==> config.mk <==
export PLATFORM = sky130hd
export DESIGN_NAME = SchedulerTop
export DESIGN_NICKNAME = d
export VERILOG_FILES = /design/src/rtl/SchedulerPkg.sv /design/src/rtl/WakeupSelectIF.sv /design/src/rtl/WakeupReleaseIF.sv /design/src/rtl/IssueSelector.sv /design/src/rtl/WakeupPipelineRegister.sv /design/src/rtl/IssueQueue.sv /design/src/rtl/SchedulerTop.sv
export SDC_FILE = /design/constraint.sdc
export NUM_CORES = 1
export LEC_CHECK = 0
export ABC_AREA = 0
export BUFFER_PORTS_ARGS = -buffer_cell sky130_fd_sc_hd__buf_2
export CAP_MARGIN = 25
export CORE_MARGIN = 8
export CORE_UTILIZATION = 40
export DETAILED_ROUTE_END_ITERATION = 10
export GPL_TIMING_DRIVEN = 0
export HOLD_SLACK_MARGIN = 0.15
export MAX_ROUTING_LAYER = met4
export PLACE_DENSITY_LB_ADDON = 0.25
export SLEW_MARGIN = 40
export SYNTH_ARGS = -nofsm -noshare
export SYNTH_HDL_FRONTEND = slang
export SYNTH_SLANG_ARGS = --single-unit
export TNS_END_PERCENT = 50
==> constraint.sdc <==
create_clock -name clk -period 3 [get_ports clk]
set_clock_uncertainty 0.15 [all_clocks]
set_input_delay 0.3 -clock clk [delete_from_list [all_inputs] [get_ports clk]]
set_output_delay 0.3 -clock clk [all_outputs]
set_load 0.05 [all_outputs]
==> src/rtl/SchedulerPkg.sv <==
/*
 * Scheduler package
 * Default sizes, tag and active-list pointer types, selector states,
 * the per-entry op record and the circular flush-range check
 */
package SchedulerPkg;

    localparam int QUEUE_ENTRIES_DEFAULT = 8;
    localparam int WAKEUP_LATENCY_DEFAULT = 2;
    localparam int AL_PTR_WIDTH = 4;
    localparam int TAG_WIDTH = 8;

    typedef logic [AL_PTR_WIDTH-1:0] ActiveListPtr;
    typedef logic [TAG_WIDTH-1:0] OpTag;

    typedef enum logic [1:0] {
        selIdle,
        selRun,
        selStalled
    } SelState;

    // Payload held per issue-queue entry
    typedef struct packed {
        OpTag tag;
        ActiveListPtr alPtr;
    } IssueOp;

    // Head inclusive, tail exclusive, may wrap around
    // Equal head and tail give an empty range
    function automatic logic InRange(
        ActiveListPtr ptr,
        ActiveListPtr head,
        ActiveListPtr tail
    );
        if (head <= tail) begin
            return (ptr >= head) && (ptr < tail);
        end
        return (ptr >= head) || (ptr < tail);
    endfunction

endpackage

==> src/rtl/WakeupSelectIF.sv <==
/*
 * Selected-op channel from the issue selector
 * into the wakeup pipeline register
 */
interface WakeupSelectIF #(
    parameter int QUEUE_ENTRIES = SchedulerPkg::QUEUE_ENTRIES_DEFAULT
);

    logic selected;
    logic [$clog2(QUEUE_ENTRIES)-1:0] selectedPtr;
    // One-hot producer column of the selected entry
    logic [QUEUE_ENTRIES-1:0] selectedVector;
    SchedulerPkg::ActiveListPtr selectedAlPtr;

    modport selector (
        output selected,
        output selectedPtr,
        output selectedVector,
        output selectedAlPtr
    );

    modport pipeline (
        input selected,
        input selectedPtr,
        input selectedVector,
        input selectedAlPtr
    );

endinterface

==> src/rtl/WakeupReleaseIF.sv <==
/*
 * Wakeup and release channel between the wakeup
 * pipeline register and the issue queue
 */
interface WakeupReleaseIF #(
    parameter int QUEUE_ENTRIES = SchedulerPkg::QUEUE_ENTRIES_DEFAULT
);

    logic wakeup;
    logic [QUEUE_ENTRIES-1:0] wakeupVector;
    logic releaseEntry;
    logic [$clog2(QUEUE_ENTRIES)-1:0] releasePtr;
    // Entries hit by the current flush, driven back by the queue
    logic [QUEUE_ENTRIES-1:0] flushIqEntry;

    modport pipeline (
        output wakeup,
        output wakeupVector,
        output releaseEntry,
        output releasePtr,
        input flushIqEntry
    );

    modport queue (
        input wakeup,
        input wakeupVector,
        input releaseEntry,
        input releasePtr,
        output flushIqEntry
    );

endinterface

==> src/rtl/IssueSelector.sv <==
/*
 * Single-lane issue selector
 * Lowest-index ready entry, gated by the selector FSM
 */
module IssueSelector #(
    parameter int QUEUE_ENTRIES = SchedulerPkg::QUEUE_ENTRIES_DEFAULT
) (
    input logic clk,
    input logic arstN,
    input logic stall,
    input logic [QUEUE_ENTRIES-1:0] readyVector,
    input SchedulerPkg::ActiveListPtr entryAlPtr [QUEUE_ENTRIES],
    WakeupSelectIF.selector sel,
    input logic queueEmpty
);

    localparam int INDEX_WIDTH = $clog2(QUEUE_ENTRIES);

    SchedulerPkg::SelState selState;
    SchedulerPkg::SelState nextState;
    logic anyReady;
    logic [INDEX_WIDTH-1:0] pickPtr;

    always_comb begin
        nextState = selState;
        case (selState)
            SchedulerPkg::selIdle: begin
                if (stall) begin
                    nextState = SchedulerPkg::selStalled;
                end else if (!queueEmpty) begin
                    nextState = SchedulerPkg::selRun;
                end
            end
            SchedulerPkg::selRun: begin
                if (stall) begin
                    nextState = SchedulerPkg::selStalled;
                end else if (queueEmpty) begin
                    nextState = SchedulerPkg::selIdle;
                end
            end
            default: begin
                if (!stall) begin
                    nextState = queueEmpty ? SchedulerPkg::selIdle : SchedulerPkg::selRun;
                end
            end
        endcase
    end

    always_ff @(posedge clk or negedge arstN) begin
        if (!arstN) begin
            selState <= SchedulerPkg::selIdle;
        end else begin
            selState <= nextState;
        end
    end

    // Priority encoder, lowest index wins
    always_comb begin
        anyReady = 1'b0;
        pickPtr = '0;
        for (int i = 0; i < QUEUE_ENTRIES; i++) begin
            if (readyVector[i] && !anyReady) begin
                anyReady = 1'b1;
                pickPtr = INDEX_WIDTH'(i);
            end
        end
    end

    // No pick on any cycle that leads into the stalled state
    assign sel.selected = anyReady && (nextState != SchedulerPkg::selStalled);
    assign sel.selectedPtr = pickPtr;
    assign sel.selectedVector = QUEUE_ENTRIES'(1) << pickPtr;
    assign sel.selectedAlPtr = entryAlPtr[pickPtr];

endmodule

==> src/rtl/WakeupPipelineRegister.sv <==
/*
 * Wakeup pipeline register
 * Delays issued ops by WAKEUP_LATENCY stages, drops flushed ops on entry,
 * suppresses wakeups of in-flight ops in a ranged flush, drives wakeup and release
 */
module WakeupPipelineRegister #(
    parameter int QUEUE_ENTRIES = SchedulerPkg::QUEUE_ENTRIES_DEFAULT,
    parameter int WAKEUP_LATENCY = SchedulerPkg::WAKEUP_LATENCY_DEFAULT
) (
    input logic clk,
    input logic arstN,
    input logic stall,
    input logic flushValid,
    input logic flushAll,
    input SchedulerPkg::ActiveListPtr flushHeadPtr,
    input SchedulerPkg::ActiveListPtr flushTailPtr,
    WakeupSelectIF.pipeline sel,
    WakeupReleaseIF.pipeline rel,
    output logic flushedOpExist
);

    localparam int INDEX_WIDTH = $clog2(QUEUE_ENTRIES);
    localparam int COUNT_WIDTH = $clog2(WAKEUP_LATENCY + 1);

    typedef struct packed {
        logic [INDEX_WIDTH-1:0] ptr;
        logic [QUEUE_ENTRIES-1:0] depVector;
        SchedulerPkg::ActiveListPtr alPtr;
    } StageData;

    // Stage 0 is the exit, stage WAKEUP_LATENCY-1 the entry
    logic [WAKEUP_LATENCY-1:0] stageValid;
    StageData stageData [WAKEUP_LATENCY];
    logic nextValid;
    StageData nextData;

    logic [COUNT_WIDTH-1:0] flushCount;
    SchedulerPkg::ActiveListPtr rangeHead;
    SchedulerPkg::ActiveListPtr rangeTail;
    logic exitFlushed;
    logic exitRelease;

    always_comb begin
        // An op picked from an entry being flushed never enters
        nextValid = sel.selected && !rel.flushIqEntry[sel.selectedPtr];
        nextData.ptr = sel.selectedPtr;
        nextData.depVector = sel.selectedVector;
        nextData.alPtr = sel.selectedAlPtr;
    end

    always_ff @(posedge clk or negedge arstN) begin
        if (!arstN) begin
            stageValid <= '0;
        end else if (flushValid && flushAll) begin
            stageValid <= '0;
        end else if (!stall) begin
            for (int j = 0; j < WAKEUP_LATENCY - 1; j++) begin
                stageValid[j] <= stageValid[j+1];
            end
            stageValid[WAKEUP_LATENCY-1] <= nextValid;
        end
    end

    always_ff @(posedge clk) begin
        if (!stall) begin
            for (int j = 0; j < WAKEUP_LATENCY - 1; j++) begin
                stageData[j] <= stageData[j+1];
            end
            stageData[WAKEUP_LATENCY-1] <= nextData;
        end
    end

    // Ops that may belong to a ranged flush leave within this many unstalled cycles
    always_ff @(posedge clk or negedge arstN) begin
        if (!arstN) begin
            flushCount <= '0;
        end else if (flushValid && flushAll) begin
            flushCount <= '0;
        end else if (flushValid) begin
            flushCount <= COUNT_WIDTH'(WAKEUP_LATENCY);
        end else if (!stall && flushCount != '0) begin
            flushCount <= flushCount - 1'b1;
        end
    end

    always_ff @(posedge clk) begin
        if (flushValid && !flushAll) begin
            rangeHead <= flushHeadPtr;
            rangeTail <= flushTailPtr;
        end
    end

    assign exitFlushed = (flushCount != '0)
        && SchedulerPkg::InRange(stageData[0].alPtr, rangeHead, rangeTail);

    // Flushed ops still give back their entry
    assign exitRelease = stageValid[0] && !stall;

    assign rel.releaseEntry = exitRelease;
    assign rel.releasePtr = stageData[0].ptr;
    assign rel.wakeup = exitRelease && !exitFlushed;
    assign rel.wakeupVector = stageData[0].depVector;

    assign flushedOpExist = (flushCount != '0);

endmodule

==> src/rtl/IssueQueue.sv <==
/*
 * Issue queue
 * Entry storage, lowest-free allocation, dependency matrix,
 * wakeup and release handling, ranged and full flush
 */
module IssueQueue #(
    parameter int QUEUE_ENTRIES = SchedulerPkg::QUEUE_ENTRIES_DEFAULT
) (
    input logic clk,
    input logic arstN,
    input logic dispatchValid,
    input SchedulerPkg::OpTag dispatchTag,
    input logic [QUEUE_ENTRIES-1:0] dispatchDepVector,
    input SchedulerPkg::ActiveListPtr dispatchAlPtr,
    input logic flushValid,
    input logic flushAll,
    input SchedulerPkg::ActiveListPtr flushHeadPtr,
    input SchedulerPkg::ActiveListPtr flushTailPtr,
    input logic selected,
    input logic [$clog2(QUEUE_ENTRIES)-1:0] selectedPtr,
    WakeupReleaseIF.queue rel,
    output logic dispatchReady,
    output logic [QUEUE_ENTRIES-1:0] readyVector,
    output SchedulerPkg::ActiveListPtr entryAlPtr [QUEUE_ENTRIES],
    output logic queueEmpty,
    output SchedulerPkg::OpTag issueTag
);

    localparam int INDEX_WIDTH = $clog2(QUEUE_ENTRIES);

    logic [QUEUE_ENTRIES-1:0] entryValid;
    logic [QUEUE_ENTRIES-1:0] entryIssued;
    SchedulerPkg::IssueOp entryOp [QUEUE_ENTRIES];
    // Row is the consumer, bit j means it still waits on entry j
    logic [QUEUE_ENTRIES-1:0] depMatrix [QUEUE_ENTRIES];

    logic [INDEX_WIDTH-1:0] allocPtr;
    logic allocate;
    logic [QUEUE_ENTRIES-1:0] releaseVector;
    logic [QUEUE_ENTRIES-1:0] wakeupColumn;
    logic [QUEUE_ENTRIES-1:0] flushMatch;

    // Scan from the top so the lowest free index is kept
    always_comb begin
        allocPtr = '0;
        for (int i = QUEUE_ENTRIES - 1; i >= 0; i--) begin
            if (!entryValid[i]) begin
                allocPtr = INDEX_WIDTH'(i);
            end
        end
    end

    assign dispatchReady = !(&entryValid);
    assign allocate = dispatchValid && dispatchReady && !(flushValid && flushAll);

    assign releaseVector = rel.releaseEntry ? (QUEUE_ENTRIES'(1) << rel.releasePtr) : '0;
    assign wakeupColumn = rel.wakeup ? rel.wakeupVector : '0;

    // Issued entries are left alone, their own release frees them
    always_comb begin
        for (int i = 0; i < QUEUE_ENTRIES; i++) begin
            flushMatch[i] = flushValid && entryValid[i] && !entryIssued[i]
                && (flushAll
                    || SchedulerPkg::InRange(entryOp[i].alPtr, flushHeadPtr, flushTailPtr));
        end
    end

    assign rel.flushIqEntry = flushMatch;

    always_ff @(posedge clk or negedge arstN) begin
        if (!arstN) begin
            entryValid <= '0;
            entryIssued <= '0;
        end else if (flushValid && flushAll) begin
            entryValid <= '0;
            entryIssued <= '0;
        end else begin
            for (int i = 0; i < QUEUE_ENTRIES; i++) begin
                if (flushMatch[i] || releaseVector[i]) begin
                    entryValid[i] <= 1'b0;
                    entryIssued[i] <= 1'b0;
                end
            end
            if (selected) begin
                entryIssued[selectedPtr] <= 1'b1;
            end
            if (allocate) begin
                entryValid[allocPtr] <= 1'b1;
                entryIssued[allocPtr] <= 1'b0;
            end
        end
    end

    always_ff @(posedge clk) begin
        for (int i = 0; i < QUEUE_ENTRIES; i++) begin
            depMatrix[i] <= depMatrix[i] & ~wakeupColumn;
        end
        if (allocate) begin
            entryOp[allocPtr] <= '{tag: dispatchTag, alPtr: dispatchAlPtr};
            // Producers leaving at this edge are already done
            depMatrix[allocPtr] <= dispatchDepVector & entryValid & ~releaseVector;
        end
    end

    always_comb begin
        for (int i = 0; i < QUEUE_ENTRIES; i++) begin
            readyVector[i] = entryValid[i] && !entryIssued[i] && (depMatrix[i] == '0);
            entryAlPtr[i] = entryOp[i].alPtr;
        end
    end

    assign queueEmpty = ~|entryValid;
    assign issueTag = entryOp[selectedPtr].tag;

endmodule

==> src/rtl/SchedulerTop.sv <==
/*
 * Scheduler slice top level
 * Selector, wakeup pipeline register and issue queue on plain ports
 */
module SchedulerTop #(
    parameter int QUEUE_ENTRIES = SchedulerPkg::QUEUE_ENTRIES_DEFAULT,
    parameter int WAKEUP_LATENCY = SchedulerPkg::WAKEUP_LATENCY_DEFAULT
) (
    input logic clk,
    input logic arstN,
    input logic stall,
    input logic dispatchValid,
    input SchedulerPkg::OpTag dispatchTag,
    input logic [QUEUE_ENTRIES-1:0] dispatchDepVector,
    input SchedulerPkg::ActiveListPtr dispatchAlPtr,
    input logic flushValid,
    input logic flushAll,
    input SchedulerPkg::ActiveListPtr flushHeadPtr,
    input SchedulerPkg::ActiveListPtr flushTailPtr,
    output logic dispatchReady,
    output logic issueValid,
    output logic [$clog2(QUEUE_ENTRIES)-1:0] issuePtr,
    output SchedulerPkg::OpTag issueTag,
    output logic wakeupValid,
    output logic [$clog2(QUEUE_ENTRIES)-1:0] wakeupPtr,
    output logic flushedOpExist
);

    logic [QUEUE_ENTRIES-1:0] readyVector;
    SchedulerPkg::ActiveListPtr entryAlPtr [QUEUE_ENTRIES];
    logic queueEmpty;

    WakeupSelectIF #(.QUEUE_ENTRIES(QUEUE_ENTRIES)) selIf ();
    WakeupReleaseIF #(.QUEUE_ENTRIES(QUEUE_ENTRIES)) relIf ();

    IssueSelector #(
        .QUEUE_ENTRIES(QUEUE_ENTRIES)
    ) selector (
        .clk(clk),
        .arstN(arstN),
        .stall(stall),
        .readyVector(readyVector),
        .entryAlPtr(entryAlPtr),
        .sel(selIf.selector),
        .queueEmpty(queueEmpty)
    );

    WakeupPipelineRegister #(
        .QUEUE_ENTRIES(QUEUE_ENTRIES),
        .WAKEUP_LATENCY(WAKEUP_LATENCY)
    ) wakeupPipe (
        .clk(clk),
        .arstN(arstN),
        .stall(stall),
        .flushValid(flushValid),
        .flushAll(flushAll),
        .flushHeadPtr(flushHeadPtr),
        .flushTailPtr(flushTailPtr),
        .sel(selIf.pipeline),
        .rel(relIf.pipeline),
        .flushedOpExist(flushedOpExist)
    );

    IssueQueue #(
        .QUEUE_ENTRIES(QUEUE_ENTRIES)
    ) queue (
        .clk(clk),
        .arstN(arstN),
        .dispatchValid(dispatchValid),
        .dispatchTag(dispatchTag),
        .dispatchDepVector(dispatchDepVector),
        .dispatchAlPtr(dispatchAlPtr),
        .flushValid(flushValid),
        .flushAll(flushAll),
        .flushHeadPtr(flushHeadPtr),
        .flushTailPtr(flushTailPtr),
        .selected(selIf.selected),
        .selectedPtr(selIf.selectedPtr),
        .rel(relIf.queue),
        .dispatchReady(dispatchReady),
        .readyVector(readyVector),
        .entryAlPtr(entryAlPtr),
        .queueEmpty(queueEmpty),
        .issueTag(issueTag)
    );

    assign issueValid = selIf.selected;
    assign issuePtr = selIf.selectedPtr;
    // The exiting op's entry is also the woken producer
    assign wakeupValid = relIf.wakeup;
    assign wakeupPtr = relIf.releasePtr;

endmodule

==> results of run 1 <==
-- layer usage --
layer,track usage,share of wire
met3,0.0316,0.066
met5,-,0
met2,0.299,0.47
met4,0.0466,0.022
met1,0.244,0.44
-- power breakdown --
part,total [uW],leakage [uW],switching (uW),internal (uW)
clock,2810,0.000374,1190,1610
combinational,2350,0.00265,1400,942
sequential,3510,0.00205,89.0,3420
-- state kept, by name (all words and copies together) (netlist names), 4 cells and up --
name and cells:
queue.entryValid 8, wakeupPipe.rangeTail 4, queue.entryIssued 8, wakeupPipe.rangeHead 4, wakeupPipe.stageData 30, queue.entryOp 96, queue.depMatrix 64
-- area by class of cell --
class | count | area (um^2)
diodes | 1 | 2.50
plain buffers | 46 | 308
clock buffers | 33 | 696
clock inverters | 11 | 53.8
fillers | 2296 | 13000
inverters | 45 | 175
multi-input cells | 626 | 4410
flip-flops and latches | 220 | 5870
well taps | 335 | 419
repair buffers | 101 | 811
-- cells by family after synthesis --
logic type | count (synthesis) | synth area share
and+or+nand+nor | 333 | 0.160
AOI/OAI and AO/OA | 204 | 0.133
adders and majority gates | 76 | 0.0909
xor gates and xnor gates | 1 | 0.000846
buffers and inverters | 93 | 0.0384
muxes | 12 | 0.0116
DFF | 220 | 0.566
-- per-stage QoR --
stage	TNS, ps	util	power (uW)	cell area, um^2	hold WS, ps
after floorplan	0	-	4810	10400	-146
after global placement	-10430	0.428	5370	11000	156
after detailed placement	-7290	0.428	5400	11000	152
final	-4070	0.495	8660	12700	165
after global routing	-5300	0.495	9010	12700	206
after CTS	-3700	0.487	8610	12600	153
-- what timing repair did --
item                                   4_1_cts  5_1_grt
setup buffers                               21        7
pin swaps                                   25       19
resized for setup                          104       37
hold buffers                                24        0
endpoints found under the hold margin      129        0
setup endpoints to repair                   29       27
-- cells in the mapped netlist (5+ instances only) --
library cell  instances
clkbuf_1             32
ha_1                 72
a21o_1               14
a21oi_1              33
nand2b_1             14
or3_1                 5
edfxtp_1            134
o21a_1                8
nand2_1             141
nor3_1               19
o22ai_1              56
nor4_1               13
mux2i_1              12
dfxtp_1              64
inv_1                44
o211ai_1              6
dfrtp_1              22
a211oi_1             31
o21ai_0              18
nand4_1               5
a31o_1               12
nor2b_1              24
and2_1               15
nand3_1              43
buf_4                 7
nor2_1               28
buf_2                 6
-- path summary, 6_finish.rpt --
kind | startpoint | to | slack (ps) | cells after the start
min | arstN | wakeupPipe.flushCount[1]$_DFFE_PN0P_ | 160 | 2
min reg2reg | wakeupPipe.stageData[0][27]$_DFFE_PN_ | wakeupPipe.stageData[0][12]$_DFFE_PN_ | 270 | 0
max in group asynchronous | arstN | queue.entryValid[7]$_DFF_PN0_ | 2120 | 2
max | queue.depMatrix[3][1]$_DFF_P_ | issueTag[2] | -500 | 13
min in group clk | stall | wakeupPipe.stageValid[1]$_DFFE_PN0P_ | 170 | 3
max reg2reg | queue.depMatrix[3][1]$_DFF_P_ | wakeupPipe.stageData[0][18]$_DFFE_PN_ | 20 | 13
==> flow_summary.yaml, run 1 <==
worst_setup_path:
  cp_max_fo: 8
  cp_cell_sequence: "nor4_2, nand3_2, and4_4, a22oi_4, and2b_1, buf_6, inv_4, buf_8, buf_12, nand2_2, nand3_2, a31o_1, buf_6"
  worst-path-buf-inv: 5
  cp.arrival_ps: 3050
  startpoint_type: "flop"
  cp-end-kind: "primary output"
  critical_path_class: "flop to primary output"
  cp_slowest_stage_delay_ps: 360
  path_delay_family: "simple AND/OR/NAND/NOR gates"
  required_ps: 2550
  cp_slowest_cell: "nor4_2"
synth:
  ys.warnings.count: 0
  synthesis.area_um2: 10400
  yosys.area.top_type_share: 0.389
  synth-edff-count: 134
  ys_async_sr_fraction: 0.100
  ys_seq_elements: 220
  syn_inst: 939
  ys.flop_type: "edfxtp_1"
  syn_area_per_cell_um2: 11.0
  synth_seq_area_share: 0.566
  synth_cell_types: 61
  synth.net_count: 1045
  yosysTopAreaCell: "edfxtp_1"
  synth_area_leaders: "edfxtp_1, dfxtp_1, ha_1"
die:
  die_w_um: 177
  ios: 52
  fp.dieH_um: 177
  die_area_um2: 31300
  num_rows: 59
  initial_utilization: 0.402
  design.core.area_um2: 25800
drt:
  wl_per_cell_um: 20.3
  dr.pass1.iters: 5
  ant_nets: 0
  drt-initial-drc-count: 490
  via_per_inst: 5.51
  finalWirelength_mm: 28.8
  drc: 0
  num_vias: 7808
global_routing:
  grt_pass1_wl_mm: 44.0
  grt_overflow: 0
  grtUsageTotal: 0.187
  antenna_found_initial: 1
  first_global_vias: 7693
  grt_max_degree: 32
cells_and_area:
  fin_cells: 1418
  fin_nets: 1171
  final_cell_mix: "edfxtp_1, nand2_1, ha_1, dfxtp_1, o22ai_1"
  area_delta_synth_final_pct: 23.1
  layout-drive-gt1-share: 0.198
  final_common_cell: "edfxtp_1"
worst_hold_path:
  hp-class: "input pin to asynchronous set/reset pin"
outcome:
  status: "finished, violations left"
  violations: "setup timing"
power:
  power_density_nw_per_um2: 679
  peakVddDrop_mv: 0.483
  p_leak_uw: 0.00507
timing:
  worst_slew_pin_slew_ps: 743
  period_minus_slack_ps: 3500
  relSlewSlack: 0.504
  rsz0062_at_grt: "true"
  hold_viol: 0
  max_freq_ghz: 0.285
  layout_setup_ws_ps: -504
  setup_violations: 9
  fin_crit_sh: 1.17
  drv_slew: 0
clock_network:
  cts_tree: "done"
  clk_latency_ps: 520
  cts.clk_slew.worst_paths_ps: 60
  h-tree-depth: 1
  clockBufferDepth: 3
  root_buffer: "clkbuf_16"
  numCtsBuffers: 25
  cts.sinks: 220
place:
  placed_cells_incl_taps: 1324
  place.gp.congestion: 0.893
  dp_slack_ps: -659
  hpwl_mm: 19.8
  port_buffers: 50
run:
  maxCapViolations: 0
Power figures use the tool's default switching activity.
==> run 2, diff against run 1 <==
--- a/config.mk
+++ b/config.mk
@@ -6,7 +6,7 @@
 export NUM_CORES = 1
 export LEC_CHECK = 0
 export ABC_AREA = 0
-export BUFFER_PORTS_ARGS = -buffer_cell sky130_fd_sc_hd__buf_2
+export BUFFER_PORTS_ARGS = -buffer_cell sky130_fd_sc_hd__clkbuf_2
 export CAP_MARGIN = 25
 export CORE_MARGIN = 8
 export CORE_UTILIZATION = 40
==> flow_summary.yaml, run 2 (synthesis gave the netlist of run 1 again) <==
drt:
  dr.pass1.iters: 5
  top_layer_used: "met4"
  via_per_inst: 5.47
  drt-initial-drc-count: 540
  wl_per_cell_um: 20.6
  drc: 0
  num_vias: 7754
  wl_met2_mm: 13.7
  finalWirelength_mm: 29.3
  wl_met3_mm: 1.63
  drt-met1-wl_mm: 13.0
  ant_nets: 0
power:
  power_density_nw_per_um2: 697
  p_leak_uw: 0.00517
  peakVddDrop_mv: 0.472
worst_setup_path:
  r2r_start: "queue.depMatrix[2][1]$_DFF_P_"
  cp.arrival_ps: 3050
  critical_path_class: "flop to primary output"
  worstRegToRegCells: 13
  required_ps: 2550
  rr_endpoint: "wakeupPipe.stageValid[1]$_DFFE_PN0P_"
  startpoint_type: "flop"
  rrSetupSlack_ps: 80
  cp_max_fo: 5
  cp-end-kind: "primary output"
run:
  maxCapViolations: 0
outcome:
  status: "finished, violations left"
  violations: "setup timing"
cells_and_area:
  top_register: "queue.entryOp"
  area_delta_synth_final_pct: 24.5
  final_cell_mix: "edfxtp_1, nand2_1, ha_1, dfxtp_1, o22ai_1"
  final_common_cell: "edfxtp_1"
  utilization: 0.500
  layout-drive-gt1-share: 0.207
  top_regs: "queue.entryOp x96, queue.depMatrix x64, wakeupPipe.stageData x30"
  diodes: 0
  largest_register_ffs: 96
  fin_nets: 1170
clock_network:
  numCtsBuffers: 24
  clockBufferDepth: 3
  cts.clk_slew.worst_paths_ps: 60
  cts.sinks: 220
  h-tree-depth: 1
  cts_tree: "done"
  clk_latency_ps: 520
  root_buffer: "clkbuf_16"
timing:
  max_freq_ghz: 0.286
  period_minus_slack_ps: 3500
  fin_tns_setup_ps: -4180
  drv_slew: 0
  rsz0062_at_grt: "true"
  worst_slew_pin_slew_ps: 767
  fin_crit_sh: 1.17
  hold_viol: 0
  setup_violations: 9
  relSlewSlack: 0.488
  layout_setup_ws_ps: -497
worst_hold_path:
  hp-class: "input pin to flop"
  hp-start: "stall"
  hold_depth: 3
  whs_endpoint: "selector.selState[0]$_DFF_PN0_"
die:
  die_w_um: 177
  die_area_um2: 31300
  design.core.area_um2: 25800
  ios: 52
  initial_utilization: 0.402
  fp.dieH_um: 177
  num_rows: 59
place:
  hpwl_mm: 19.8
  port_buffers: 50
  place.gp.congestion: 0.897
global_routing:
  grt_pass1_wl_mm: 44.7
  first_global_vias: 7759
  grt_overflow: 0
  grtUsageTotal: 0.191
  grt_max_degree: 32
  antenna_found_initial: 0
==> run 2: repair_timing <==
item                                   CTS  global route
gates resized for setup                122            45
buffers inserted                        20             9
endpoints found under the hold margin  128             0
cloned                                   1             0
hold buffers                            22             0
pin swaps                               34            24
setup endpoints to repair               28            38
==> run 2: how the worst max path moves through the flow <==
stage                                             start     endpoint  slack (ps)  cells after the start
after floorplan           queue.entryValid[2]$_DFF_PN0_  issueTag[1]          80                     12
after global placement    queue.entryValid[6]$_DFF_PN0_  issueTag[2]        -850                     10
after detailed placement  queue.depMatrix[3][0]$_DFF_P_  issueTag[4]        -700                     10
after CTS                 queue.depMatrix[3][6]$_DFF_P_  issueTag[5]        -480                     13
after global routing      queue.depMatrix[2][1]$_DFF_P_  issueTag[2]        -560                     13
final                     queue.depMatrix[2][1]$_DFF_P_  issueTag[7]        -500                     13
==> run 2: critical path, stage by stage, from the launching register on <==
cell	delay, ps
dfxtp_2	330
nor4_4	340
nand4_4	170
and4_4	250
a22oi_4	260
and2b_1	180
buf_6	110
inv_4	40
buf_12	130
buf_6	130
nand2_1	60
nand3_1	80
a31o_1	270
buf_8	160
==> run 2: through the flow <==
| step | instance area, um^2 | total power (uW) | std cells | setup WS, ps | hold WS (ps) |
|---|---|---|---|---|---|
| detailed placement | 11000 | 5400 | 1324 | -704 | 185 |
| global placement | 11000 | 5370 | 1324 | -845 | 173 |
| global route | 12900 | 9340 | 1417 | -561 | 207 |
| CTS | 12700 | 8870 | 1410 | -476 | 154 |
| floorplan | 10400 | 4810 | 939 | 83.0 | -146 |
| finish | 12900 | 8990 | 1417 | -497 | 161 |
==> run 2: per-layer routing <==
layer  vias to the layer above  global-route usage
li1                       3722                   -
met1                      3740               0.249
met2                       233               0.305
met3                        59              0.0256
met4                         0              0.0595
met5                         -                   -
==> run 2: where the power goes <==
group	total, uW	internal (uW)	switching (uW)
registers	3500	3420	88.0
logic	2490	1030	1460
clock network	3000	1810	1190
total	8990	6260	2730
==> run 2: cell type report <==
cell class,count,area (um^2)
sequential,220,5870
clock inverter,9,93.8
clock buffer,35,713
tap,335,419
buffer,45,314
inverter,45,175
timing repair buffer,102,851
multi-input combinational,626,4460
fill,2281,12900
==> run 3, diff against run 2 <==
--- a/config.mk
+++ b/config.mk
@@ -5,7 +5,7 @@
 export SDC_FILE = /design/constraint.sdc
 export NUM_CORES = 1
 export LEC_CHECK = 0
-export ABC_AREA = 0
+export ABC_AREA = 1
 export BUFFER_PORTS_ARGS = -buffer_cell sky130_fd_sc_hd__clkbuf_2
 export CAP_MARGIN = 25
 export CORE_MARGIN = 8
==> flow_summary.yaml, run 3 <==
timing:
  layout_setup_ws_ps: -155
  setup_violations: 9
  period_minus_slack_ps: 3150
  rsz0062_at_grt: "true"
  relSlewSlack: 0.483
  fin_crit_sh: 1.05
  max_freq_ghz: 0.317
  drv_slew: 0
  worst_slew_pin_slew_ps: 772
  hold_viol: 0
power:
  p_sw_frac: 0.352
  p_leak_uw: 0.00592
  clkPwrFrac: 0.289
  p_sw_uw: 3610
  comb_power_share: 0.359
  seqPwrFrac: 0.352
  peakVddDrop_mv: 0.825
  p_int_uw: 6640
  power_density_nw_per_um2: 743
cells_and_area:
  fin_nets: 1482
  largest_register_ffs: 96
  top_regs: "queue.entryOp x96, queue.depMatrix x64, wakeupPipe.stageData x30"
  utilization: 0.514
  final_common_cell: "nand2_1"
  final_cell_mix: "nand2_1, edfxtp_1, inv_1, nor2_1, nand3_1"
  top_register: "queue.entryOp"
  area_delta_synth_final_pct: 26.4
  layout-drive-gt1-share: 0.198
  diodes: 0
  nFillCells: 2481
  seq_area_um2: 5860
  multi_input_area_um2: 4650
clock_network:
  cts.sinks: 220
  clockBufferDepth: 3
  cts_tree: "done"
  h-tree-depth: 1
  clk_latency_ps: 530
  numCtsBuffers: 25
  cts.clk_slew.worst_paths_ps: 60
  root_buffer: "clkbuf_16"
place:
  hpwl_mm: 21.8
  place.gp.congestion: 0.951
  port_buffers: 50
  dp_slack_ps: -36.4
global_routing:
  first_global_vias: 8602
  grtUsageTotal: 0.191
  antenna_found_initial: 0
  grt_pass1_wl_mm: 48.0
  grt_max_degree: 33
  grt_overflow: 0
synth:
  synth.net_count: 1311
  synth-edff-count: 134
  ys_async_sr_fraction: 0.100
  synth_seq_area_share: 0.536
  syn_area_per_cell_um2: 9.06
  synth_area_leaders: "edfxtp_1, dfxtp_1, nand2_1"
  yosysMostFrequentCell: "nand2_1"
  syn_inst: 1205
  ys_seq_elements: 220
  ys_top_cells_by_count: "nand2_1, edfxtp_1, inv_1, nor2_1, nand3_1"
  ys.warnings.count: 0
  synthesis.area_um2: 10900
  yosys.area.top_type_share: 0.369
  synth_cell_types: 42
  ys.flop_type: "edfxtp_1"
  yosysTopAreaCell: "edfxtp_1"
outcome:
  status: "finished, violations left"
  violations: "setup timing"
drt:
  wl_met2_mm: 15.0
  finalWirelength_mm: 31.5
  via_per_inst: 5.28
  num_vias: 9162
  dr.pass1.iters: 6
  drc: 0
  wl_per_cell_um: 18.2
  top_layer_used: "met4"
  wl_met3_mm: 1.96
  drt-initial-drc-count: 883
  drt-met1-wl_mm: 13.7
  ant_nets: 0
die:
  num_rows: 60
  initial_utilization: 0.406
  die_w_um: 181
  die_area_um2: 32800
  design.core.area_um2: 26900
  fp.dieH_um: 181
  ios: 52
worst_setup_path:
  cp-end-kind: "primary output"
  critical_path_class: "flop to primary output"
  cp_max_fo: 7
  worstRegToRegCells: 19
  rrSetupSlack_ps: 180
  required_ps: 2550
  cp.arrival_ps: 2700
  startpoint_type: "flop"
worst_hold_path:
  hold_depth: 3
  hp-class: "input pin to flop"
run:
  maxCapViolations: 0
==> run 3: cells by family after synthesis <==
kind of cell | Yosys count | share of synthesized area
buffers and inverters | 172 | 0.0658
flip-flops | 220 | 0.536
adder cells (fa/ha/maj) | 72 | 0.0825
AND/OR/NAND/NOR | 591 | 0.239
AO/OA/AOI/OAI | 150 | 0.0763
==> run 3: power by group through the flow <==
stage | Clock, uW | Combinational, uW | Sequential, uW
after floorplan | 0 | 1920 | 3630
after global placement | 0 | 2650 | 3670
after detailed placement | 0 | 2750 | 3670
after CTS | 3000 | 3360 | 3610
after global routing | 3130 | 3960 | 3630
final | 2960 | 3680 | 3610
==> run 3: repair_timing <==
item,in CTS,in global routing
hold buffers,27,0
buffers inserted,33,28
pin swaps,17,35
cloned,2,0
setup endpoints to repair,11,108
hold endpoints to repair,152,0
gates resized for setup,85,57
==> run 3: path summary, 6_finish.rpt <==
kind,start,end
hold / removal,dispatchDepVector[0],queue.depMatrix[4][0]$_DFF_P_
hold reg to reg,wakeupPipe.stageData[0][24]$_SDFFCE_PP0N_,wakeupPipe.stageData[0][9]$_DFFE_PN_
max in group asynchronous,arstN,queue.entryValid[7]$_DFF_PN0_
setup reg to reg,queue.entryValid[2]$_DFF_PN0_,queue.depMatrix[4][5]$_DFF_P_
setup / recovery,queue.entryValid[1]$_DFF_PN0_,issueTag[7]
min in group asynchronous,arstN,wakeupPipe.flushCount[0]$_DFFE_PN0P_
==> run 3: metal layers <==
layer | vias up | global-route usage
met5 | - | -
met4 | 0 | 0.0630
met3 | 64 | 0.0271
met2 | 319 | 0.309
met1 | 4364 | 0.245
li1 | 4415 | -
==> run 3: cell type report <==
type,count,share of cell area
Sequential cell,220,0.425
Multi-Input combinational cell,813,0.337
Timing Repair Buffer,144,0.0902
Clock buffer,36,0.0521
Inverter,145,0.0420
Tap cell,341,0.0309
Buffer,27,0.0172
Clock inverter,9,0.00607
==> run 3: worst max-delay path: stages (launching register included) <==
cell and delay (ps):
dfrtp_1 400, inv_2 90, nor2_4 50, nand3_2 60
nor2_2 40, nor2_1 150, nand3_2 130, nor2_4 160
o21ai_4 110, nand2_8 140, inv_6 50, nor2_8 170
buf_8 150, nand2_2 40, nand4_1 80, nand2_1 70
nand2_2 110, clkbuf_16 170
==> run 3: through the flow <==
step	total power [uW]	area, um^2	std cells	hold WS, ps	TNS (ps)
after floorplan	5550	10900	1205	-146	0
after global placement	6320	11600	1596	184	-28640
after detailed placement	6420	11700	1600	191	-36.4
after CTS	9960	13400	1707	159	-1130
after global routing	10700	13800	1735	169	-1920
final	10300	13800	1735	180	-1090
